==> src/logic/soc_mem_pkg.sv <==
`default_nettype none

package soc_mem_pkg;

  typedef logic [31:0] addr_t;
  typedef logic [31:0] word_t;
  typedef logic [3:0]  strb_t;
  typedef logic [9:0]  ram_idx_t;
  typedef logic [7:0]  byte_t;

  typedef struct packed {
    logic  valid;
    strb_t wstrb;
    addr_t addr;
    word_t wdata;
  } mem_req_t;

  typedef struct packed {
    logic  ready;
    word_t rdata;
  } mem_rsp_t;

  typedef struct packed {
    strb_t    strobe;
    ram_idx_t index;
    word_t    data;
  } ram_wr_t;

  localparam addr_t RAM_BASE      = 32'h4000_0000;
  localparam addr_t RAM_MASK      = 32'h000f_ffff;
  localparam addr_t TIMER_LO_ADDR = 32'h3000_0000;
  localparam addr_t TIMER_HI_ADDR = 32'h3000_0004;

  localparam int unsigned RAM_WORDS    = 1024;
  localparam int unsigned RAM_LATENCY  = 4; // cycles in the ready shifter
  localparam int unsigned CLKS_PER_BIT = 8;
  localparam int unsigned BAUD_CNT_W   = $clog2(CLKS_PER_BIT);
  localparam byte_t       PROG_MAGIC   = 8'hA5;

  typedef enum logic [1:0] {IDLE, COUNT, DATA, DONE} loader_state_e;

endpackage

`default_nettype wire

==> src/logic/ram_ready_delay.sv <==
`timescale 1ns/1ps
`default_nettype none

module ram_ready_delay (
  input  wire logic clk_i,
  input  wire logic rst_n,
  input  wire logic sel_i,
  input  wire logic ready_i,
  output logic      ready_o
);

  import soc_mem_pkg::*;

  logic                   start_q;
  logic [RAM_LATENCY-1:0] shift_q;

  always_ff @(posedge clk_i) begin
    if (!rst_n) begin
      start_q <= 1'b0;
      shift_q <= '0;
    end else begin
      start_q <= sel_i && !ready_i; // pending RAM request
      if (sel_i && ready_i) begin
        shift_q <= '0; // handshake done
      end else begin
        shift_q <= {shift_q[RAM_LATENCY-2:0], start_q};
      end
    end
  end

  assign ready_o = shift_q[RAM_LATENCY-1];

  a_single_pulse: assert property (@(posedge clk_i) disable iff (!rst_n)
    ready_o |=> !ready_o);

endmodule

`default_nettype wire

==> config.mk <==
export PLATFORM = sky130hd
export DESIGN_NAME = ram_ready_delay
export DESIGN_NICKNAME = d
export VERILOG_FILES = /design/src/logic/soc_mem_pkg.sv /design/src/logic/ram_ready_delay.sv
export SDC_FILE = /design/constraint.sdc
export NUM_CORES = 1
export LEC_CHECK = 0
export ABC_AREA = 1
export BUFFER_PORTS_ARGS = -buffer_cell sky130_fd_sc_hd__buf_2
export CAP_MARGIN = 0
export CELL_PAD_IN_SITES_DETAIL_PLACEMENT = 0
export CELL_PAD_IN_SITES_GLOBAL_PLACEMENT = 1
export CORE_AREA = 2 2 39 41
export DETAILED_ROUTE_END_ITERATION = 16
export DIE_AREA = 0 0 41 43
export HOLD_SLACK_MARGIN = 0.06
export PLACE_DENSITY = 0.37
export SKIP_LAST_GASP = 1
export SLEW_MARGIN = 10
export SYNTH_ARGS = -nofsm -noshare
export SYNTH_HDL_FRONTEND = slang
export SYNTH_SLANG_ARGS = --single-unit
export TNS_END_PERCENT = 1
==> constraint.sdc <==
create_clock -name clk_i -period 1.3 [get_ports clk_i]
set_clock_uncertainty 0.2 [all_clocks]
set_input_delay 0.065 -clock clk_i [delete_from_list [all_inputs] [get_ports clk_i]]
set_output_delay 0.065 -clock clk_i [all_outputs]
set_load 0.05 [all_outputs]
==> summary.txt <==
Die
  – Die width: 41 um
  – Site Rows: 14
  – Die ar.: 1763 um2
  – CORE AREA: 1384 um2
  – # IOs: 5
  – Die Ht: 43 um
  – Starting Density: 10.67%

Logic synthesis
  – Synth Warn #: 0
  – Post-synthesis net count: 21
  – Register area share after synthesis: 67.80%
  – Netlist cell types: 5
  – Mapped Avg Cell Area: 8.685 um2
  – Flops & latches, synth: 5
  – Mapped Cells: 17
  – Mapped Area: 147.6 um2

CTS
  – Post-CTS setup buffer count: 0
  – Later-pin clock latency in the skew report: 0.24 ns
  – CTS Sinks: 5
  – Clock Path Buffers: 2
  – CTS root buf: clkbuf_4
  – H-tree depth: 1
  – Worst-path clk slew: 0.04 ns
  – TritonCTS clock tree: built
  – Total CTS buffers: 3

STA
  – Worst-Margin Slew: 0.2486 ns
  – RSZ-0062 raised after global routing: false
  – Final Critical Period: 1.049 ns
  – Number of setup violations in the final report: 0
  – Tcrit/Tclk final: 80.68%
  – Slew headroom: 83.54%
  – FMAX: 0.9534 GHz
  – Final hold viol count: 0
  – Setup TNS: 0 ns
  – Max Slew Vio Count: 0

Detailed routing
  – Vias post-DR: 134
  – Routed Antenna Nets: 0
  – Total Wirelength: 253 um
  – Initial drt markers: 11
  – Vias/cell: 3.045
  – DRC: 0
  – DR WL/cell: 5.750 um
  – 1st-pass router iterations: 4

Finish
  – Share of layout cells above drive strength 1: 28.57%
  – Layout net count: 33
  – Ant diodes: 0
  – Synthesis-to-layout area growth: 65.25%
  – Post-layout util: 17.63%

Outcome
  – Status: finished clean

Setup path
  – Critical path origin: shift_q[3]
  – Crit-path max cell delay: 0.30 ns
  – CP delay by family, top: flip-flops
  – Worst path buffer plus inverter count: 1
  – Slowest CP cell: dfxtp_1
  – Endpoint type of the worst setup path: output pin
  – Worst endpoint required time: 1.03 ns
  – Setup crit end: ready_o
  – Startpoint Class: flip-flop
  – R2R cell count: 2
  – FF-to-FF End: shift_q[3]
  – Critical Path AT: 0.78 ns
  – CP Class: flip-flop to output pin
  – Worst r2r src: shift_q[2]
  – Levels on crit path: 1
  – Crit path cell chain: buf_2
  – Setup slack, reg-to-reg: 0.62 ns
  – Crit path max fanout: 1

Pwr
  – Lkg Pwr: 0.1030 nW
  – Pwr/cell area: 1450 nW/um2
  – Worst IR Drop VDD: 383.5 uV

Placed design
  – Routability cong.: 0.5284
  – Post-DP HPWL: 157.2 um
  – Port Buffers: 4

Min path
  – Hold Path Class: flip-flop to flip-flop

Global routing
  – First-pass GRT wire length: 489 um
  – Overall routing resource usage: 5.433%
  – Vias in the first global route: 144
  – Initial antenna violation count: 0
  – Grt ovf: 0
  – Largest net degree at the start of global routing: 5

Job
  – Max-Cap Viols: 0
-- cell usage in the layout (no fill, tap or decap) --
cell	count
buf_2	4
clkbuf_1	1
clkbuf_4	3
dfxtp_1	5
dlygate4sd3_1	3
inv_1	4
nand2_1	2
nand2_2	1
nor2_1	5
-- sequential cells by signal, indices dropped and copies added (netlist names) --
| signal | flops |
|---|---|
| shift_q | 4 |
| start_q | 1 |
-- area by class of cell --
type / instances / area, um2
flip-flops and latches: 5 / 100.1
inverters: 4 / 15.01
clock buffers: 4 / 26.28
repair buffers: 7 / 50.05
well taps: 16 / 20.02
multi-input cells: 8 / 32.53
fillers: 157 / 1140
-- worst min-delay path by stage --
stage | depth (start not counted) | slack [ns] | startpoint | end
final | 2 | 0.20 | start_q | shift_q[0]
after global routing | 2 | 0.23 | shift_q[0] | shift_q[1]
after CTS | 2 | 0.21 | start_q | shift_q[0]
after detailed placement | 2 | 0.04 | ready_i | start_q
after global placement | 2 | 0.03 | ready_i | start_q
after floorplan | 1 | -0.06 | ready_i | start_q
-- metrics by stage --
stage | setup slack [ns] | area (um2) | instances | power, mW | hold slack [ns]
2_1_floorplan | 0.4477 | 147.6 | 17 | 0.1658 | -0.06349
3_3_place_gp | 0.5076 | 187.7 | 37 | 0.1717 | 0.03396
3_5_place_dp | 0.4961 | 187.7 | 37 | 0.1723 | 0.03942
4_1_cts | 0.2326 | 244.0 | 44 | 0.3617 | 0.2074
5_1_grt | 0.2143 | 244.0 | 44 | 0.3784 | 0.2324
6_report | 0.2511 | 244.0 | 44 | 0.3537 | 0.2042
-- layer usage --
layer / GRT usage (%) / wire, um / share of wire, % / vias up
li1: - / - / - / 70
met1: 3.236 / 95 / 38 / 55
met2: 6.250 / 121 / 48 / 9
met3: 7.853 / 36 / 14 / 0
met4: 6.000 / 0 / 0 / 0
met5: 0 / 0 / 0 / -
-- cell usage after synthesis --
master	n	area share [%]
dfxtp_1	5	68
inv_1	4	10
nand2_1	2	5.1
nand2_2	1	4.2
nor2_1	5	13
-- cell families after synthesis --
kind of cell	synth area share (%)
flops	67.80
buf+inv	10.17
simple gates	22.04
-- where the power goes --
part           internal (mW)  switching, mW  total (mW)
clock network          0.116         0.0613       0.177
registers              0.157       0.000527       0.157
logic                 0.0116        0.00788      0.0195
-- repair_timing --
| action | CTS | global route |
|---|---|---|
| gates resized for setup | 0 | 0 |
| hold buffers | 3 | 0 |
| endpoints found under the hold margin | 5 | 0 |
(Power assumes the default switching activity.)
