## src/logic/soc_mem_pkg.sv

```systemverilog
`default_nettype none

package soc_mem_pkg;

  typedef logic [31:0] addr_t;
  typedef logic [31:0] word_t;
  typedef logic [3:0]  strb_t;
  typedef logic [9:0]  ram_idx_t;
  typedef logic [7:0]  byte_t;

  typedef struct packed {
    logic  valid;
    strb_t wstrb;
    addr_t addr;
    word_t wdata;
  } mem_req_t;

  typedef struct packed {
    logic  ready;
    word_t rdata;
  } mem_rsp_t;

  typedef struct packed {
    strb_t    strobe;
    ram_idx_t index;
    word_t    data;
  } ram_wr_t;

  localparam addr_t RAM_BASE      = 32'h4000_0000;
  localparam addr_t RAM_MASK      = 32'h000f_ffff;
  localparam addr_t TIMER_LO_ADDR = 32'h3000_0000;
  localparam addr_t TIMER_HI_ADDR = 32'h3000_0004;

  localparam int unsigned RAM_WORDS    = 1024;
  localparam int unsigned RAM_LATENCY  = 4; // cycles in the ready shifter
  localparam int unsigned CLKS_PER_BIT = 8;
  localparam int unsigned BAUD_CNT_W   = $clog2(CLKS_PER_BIT);
  localparam byte_t       PROG_MAGIC   = 8'hA5;

  typedef enum logic [1:0] {IDLE, COUNT, DATA, DONE} loader_state_e;

endpackage

`default_nettype wire

```

## src/logic/bus_fabric.sv

```systemverilog
`timescale 1ns/1ps
`default_nettype none

module bus_fabric (
  input  wire logic                 clk_i,
  input  wire logic                 rst_n,
  input  wire soc_mem_pkg::mem_req_t req_i,
  input  wire logic                 ram_ready_i,
  input  wire soc_mem_pkg::word_t    ram_rdata_i,
  output soc_mem_pkg::mem_rsp_t     rsp_o,
  output logic                      ram_sel_o,
  output soc_mem_pkg::ram_wr_t      ram_wr_o,
  output logic                      ram_rd_en_o
);

  import soc_mem_pkg::*;

  logic        ram_hit;
  logic        tlo_hit;
  logic        thi_hit;
  logic        unm_hit;
  logic        unm_ready_q;
  logic [63:0] timer_q;

  assign ram_hit = req_i.valid && ((req_i.addr & ~RAM_MASK) == RAM_BASE);
  assign tlo_hit = req_i.valid && (req_i.addr == TIMER_LO_ADDR);
  assign thi_hit = req_i.valid && (req_i.addr == TIMER_HI_ADDR);
  assign unm_hit = req_i.valid && !ram_hit && !tlo_hit && !thi_hit;

  assign ram_sel_o       = ram_hit;
  assign ram_wr_o.strobe = ram_hit ? req_i.wstrb : '0;
  assign ram_wr_o.index  = req_i.addr[11:2];
  assign ram_wr_o.data   = req_i.wdata;
  assign ram_rd_en_o     = ram_hit && (req_i.wstrb == '0);

  // unmapped access answers one cycle late so the bus never hangs
  always_ff @(posedge clk_i) begin
    if (!rst_n) begin
      unm_ready_q <= 1'b0;
    end else begin
      unm_ready_q <= unm_hit && !unm_ready_q;
    end
  end

  always_ff @(posedge clk_i) begin
    if (!rst_n) begin
      timer_q <= '0;
    end else begin
      timer_q <= timer_q + 64'd1;
    end
  end

  assign rsp_o.ready = ram_ready_i | tlo_hit | thi_hit | unm_ready_q;

  always_comb begin
    if (tlo_hit) begin
      rsp_o.rdata = timer_q[31:0];
    end else if (thi_hit) begin
      rsp_o.rdata = timer_q[63:32];
    end else if (unm_hit) begin
      rsp_o.rdata = '0;
    end else begin
      rsp_o.rdata = ram_rdata_i; // registered RAM word
    end
  end

  a_ready_needs_valid: assert property (@(posedge clk_i) disable iff (!rst_n)
    rsp_o.ready |-> req_i.valid);

endmodule

`default_nettype wire

```

## config.mk

```make
export PLATFORM = sky130hd
export DESIGN_NAME = bus_fabric
export DESIGN_NICKNAME = d
export VERILOG_FILES = /design/src/logic/soc_mem_pkg.sv /design/src/logic/bus_fabric.sv
export SDC_FILE = /design/constraint.sdc
export NUM_CORES = 1
export LEC_CHECK = 0
export BUFFER_PORTS_ARGS = -buffer_cell sky130_fd_sc_hd__buf_4
export CORE_UTILIZATION = 51
export DETAILED_ROUTE_END_ITERATION = 6
export PLACE_DENSITY = 0.83
export SLEW_MARGIN = 10
export SYNTH_ARGS = -nofsm -noshare
export SYNTH_HDL_FRONTEND = slang
export SYNTH_SLANG_ARGS = --single-unit
```

## constraint.sdc

```tcl
create_clock -name clk_i -period 5.2 [get_ports clk_i]
set_input_delay 0.26 -clock clk_i [delete_from_list [all_inputs] [get_ports clk_i]]
set_output_delay 0.26 -clock clk_i [all_outputs]
set_load 0.1 [all_outputs]
```

==> results.sh <==
export IMPL_syn_area_per_cell_sq_um=7.707
export IMPL_cts_sinks=65
export IMPL_core_area_sq_um=7687
export IMPL_intPower_w=0.0008295
export IMPL_io_pins=185
export IMPL_crit_chain="buf_4 -> or4_1 -> nor4_1 -> nand2_1 -> o21ai_0 -> buf_4"
export IMPL_overflow=0
export IMPL_required_ps=4940
export IMPL_period_minus_slack_ps=3129
export IMPL_worstHoldPathType="input pin to flip-flop"
export IMPL_die_area_sq_um=8295
export IMPL_switching_share_pct=30.63
export IMPL_drt_first_pass_iters=5
export IMPL_post_dp_cell_area_sq_um=4682
export IMPL_initial_utilization_pct=52.64
export IMPL_maxSlewHeadroom_pct=30.66
export IMPL_worstPathArrival_ps=2870
export IMPL_cp_common_cell="buf_4"
export IMPL_multi_input_area_sq_um=2322
export IMPL_postSynthCellCount=525
export IMPL_post_cts_resized=0
export IMPL_outcome="complete, no violations"
export IMPL_grt_pass1_wl_microns=17480
export IMPL_cts_inserted_buffers=9
export IMPL_max_slew_worst_pin_slew_ps=1039
export IMPL_die_w_microns=91.08
export IMPL_cpPeakStageDelay_ps=700
export IMPL_grt_setup_unrepaired="no"
export IMPL_insertion_delay_ps=350
export IMPL_synth_cell_types=33
export IMPL_power_density_nw_per_um2=244.6
export IMPL_path_class="input pin to primary output"
export IMPL_tns_ps=0
export IMPL_power_w=0.001196
export IMPL_die_height_microns=91.08
export IMPL_antenna_found_initial=0
export IMPL_finalInstanceArea_sq_um=4890
export IMPL_seq_area_frac_synth_pct=32.16
export IMPL_timing_final_crit_share_pct=60.18
export IMPL_postCtsSetupRepairBufs=0
export IMPL_antenna_left=0
export IMPL_cp_slowest_cell="nand2_1"
export IMPL_endpoint_kind="primary output"
export IMPL_setup_viol=0
export IMPL_layout_nets=699
export IMPL_insertedDiodeCount=0
export IMPL_critPathLaunchType="input pin"
export IMPL_postCtsHoldBufs=0
export IMPL_clock_path_buffers=2
export IMPL_h_tree_depth=3
export IMPL_ys_seq_elements=65
export IMPL_cts_clk_slew_worst_paths_ps=70
export IMPL_drt_total_wl_microns=10680
export IMPL_track_usage_pct=26.35
export IMPL_port_buffers=120
export IMPL_yosys_warnings=0
export IMPL_drive_above_1_share_pct=23.71
export IMPL_final_cell_mix="buf_4, dfxtp_1, nand2_1, o21ai_0, nor2_1"
export IMPL_p_seq_share_pct=42.1
export IMPL_leakagePower_nw=1.883
export IMPL_cts_root_buffer="clkbuf_8"
export IMPL_grt_max_degree=64
export IMPL_cts_tree="done"
export IMPL_seq_area_sq_um=1301
export IMPL_grt_pass1_vias=3731
export IMPL_final_setup_skew_ps=9.383
export IMPL_worstPathMaxFanout=33
export IMPL_finalHoldViolCount=0
export IMPL_final_common_cell="buf_4"
export IMPL_power_frac_clock_pct=37.6
export IMPL_cap_viol_max_count=0
export IMPL_max_freq_ghz=0.3195
export IMPL_syn_area_sq_um=4046
export IMPL_combPwrFrac_pct=20.3
export IMPL_dp_hpwl_microns=7895
export IMPL_remaining_drc_errors=0
export IMPL_routabilityCongestion=0.8417
export IMPL_avgRoutedWirePerCell_microns=15.24
export IMPL_area_delta_synth_final_pct=20.84
export IMPL_fill_cells=668
export IMPL_drt_iter0_markers=248
export IMPL_whs_ps=165.1
export IMPL_vias=4017
export IMPL_std_cell_rows=32
export IMPL_cpLargestDelayFamily="simple AND/OR/NAND/NOR gates"
export IMPL_switchingPower_w=0.0003663
export IMPL_vias_per_cell=5.730
export IMPL_final_max_slew_violation_count=0
export IMPL_syn_num_nets=630
export IMPL_ir_drop_v=0.0001525
export IMPL_crit_buf_inv=2
-- synth_stat cells --
cell      count  area (sq um)
nand2_1      62         232.7
buf_1         2         7.510
buf_4        42         315.3
dfxtp_1      65          1301
inv_1         7         26.28
nor4_2        1         12.51
or3_1        25         156.4
inv_2         1         3.750
nor2_1       44         165.2
nand3b_1      1         7.510
and3_1        9         56.30
xnor2_1      14         122.6
o21ai_0      59         295.3
nand3_1      23         115.1
a21oi_1      29         145.1
and2_1        7         43.79
or3b_2        1         8.760
o31ai_1       3         22.52
or4_1         7         52.55
a21bo_2       1         10.01
nor4b_1       2         17.52
clkbuf_1     16         60.06
nor3_1        7         35.03
nor4_1       10         62.56
mux2i_1      32         320.3
ha_1          1         12.51
nand3_2       1         10.01
and4b_1       1         10.01
buf_2         2         10.01
xor2_1       19         166.4
nor3b_1       2         15.01
nor4_4        3         63.81
nand4_1      26         162.7
-- state kept, by name, summed over array words and instances, names as in the netlist --
| signal | count |
|---|---|
| timer_q | 64 |
| unm_ready_q | 1 |
-- cell families after synthesis --
logic type,synth area share (%)
flops,32.16
simple gates,30.33
fa+ha+maj,0.3092
xor+xnor,7.143
mux,7.916
compound gates,11.69
buf+inv,10.45
-- final timing paths --
check	start	endpoint	slack, ps	cells after the start
worst max-delay path	req_i[54]	rsp_o[27]	2070	6
worst min-delay path	rst_n	timer_q[1]$_SDFF_PN0_	170	2
worst max register to register	timer_q[13]$_SDFF_PN0_	timer_q[42]$_SDFF_PN0_	2430	5
worst min register to register	timer_q[63]$_SDFF_PN0_	timer_q[63]$_SDFF_PN0_	500	2
-- stage by stage --
stage,worst slack (ps),std cells,utilization [%]
global placement,2146,685,60.90
CTS,2042,701,63.61
global route,1828,701,63.61
finish,2071,701,63.61
floorplan,1272,525,-
detailed placement,2043,685,60.90
-- area by class of cell --
cell class	instances	area share (%)
Inverter	8	0.6141
Multi-Input combinational cell	390	47.49
Clock inverter	2	0.7165
Sequential cell	65	26.61
Tap cell	102	2.610
Clock buffer	14	3.531
Timing Repair Buffer	120	18.42
-- layer usage --
metal,vias up,wire length [microns],global-route usage (%)
li1,1967,-,-
met1,1902,4400,30.81
met2,120,5404,46.46
met3,28,542,4.858
met4,0,334,12.17
met5,-,0,0
-- power groups by stage --
stage	Sequential, W	Clock, W	Combinational (W)
finish	0.000503	0.000449	0.000243
global route	0.000503	0.000478	0.000253
CTS	0.000503	0.000453	0.000244
detailed placement	0.000514	0	0.000244
global placement	0.000514	0	0.000241
floorplan	0.000513	0	0.000289
(Power assumes the default switching activity.)
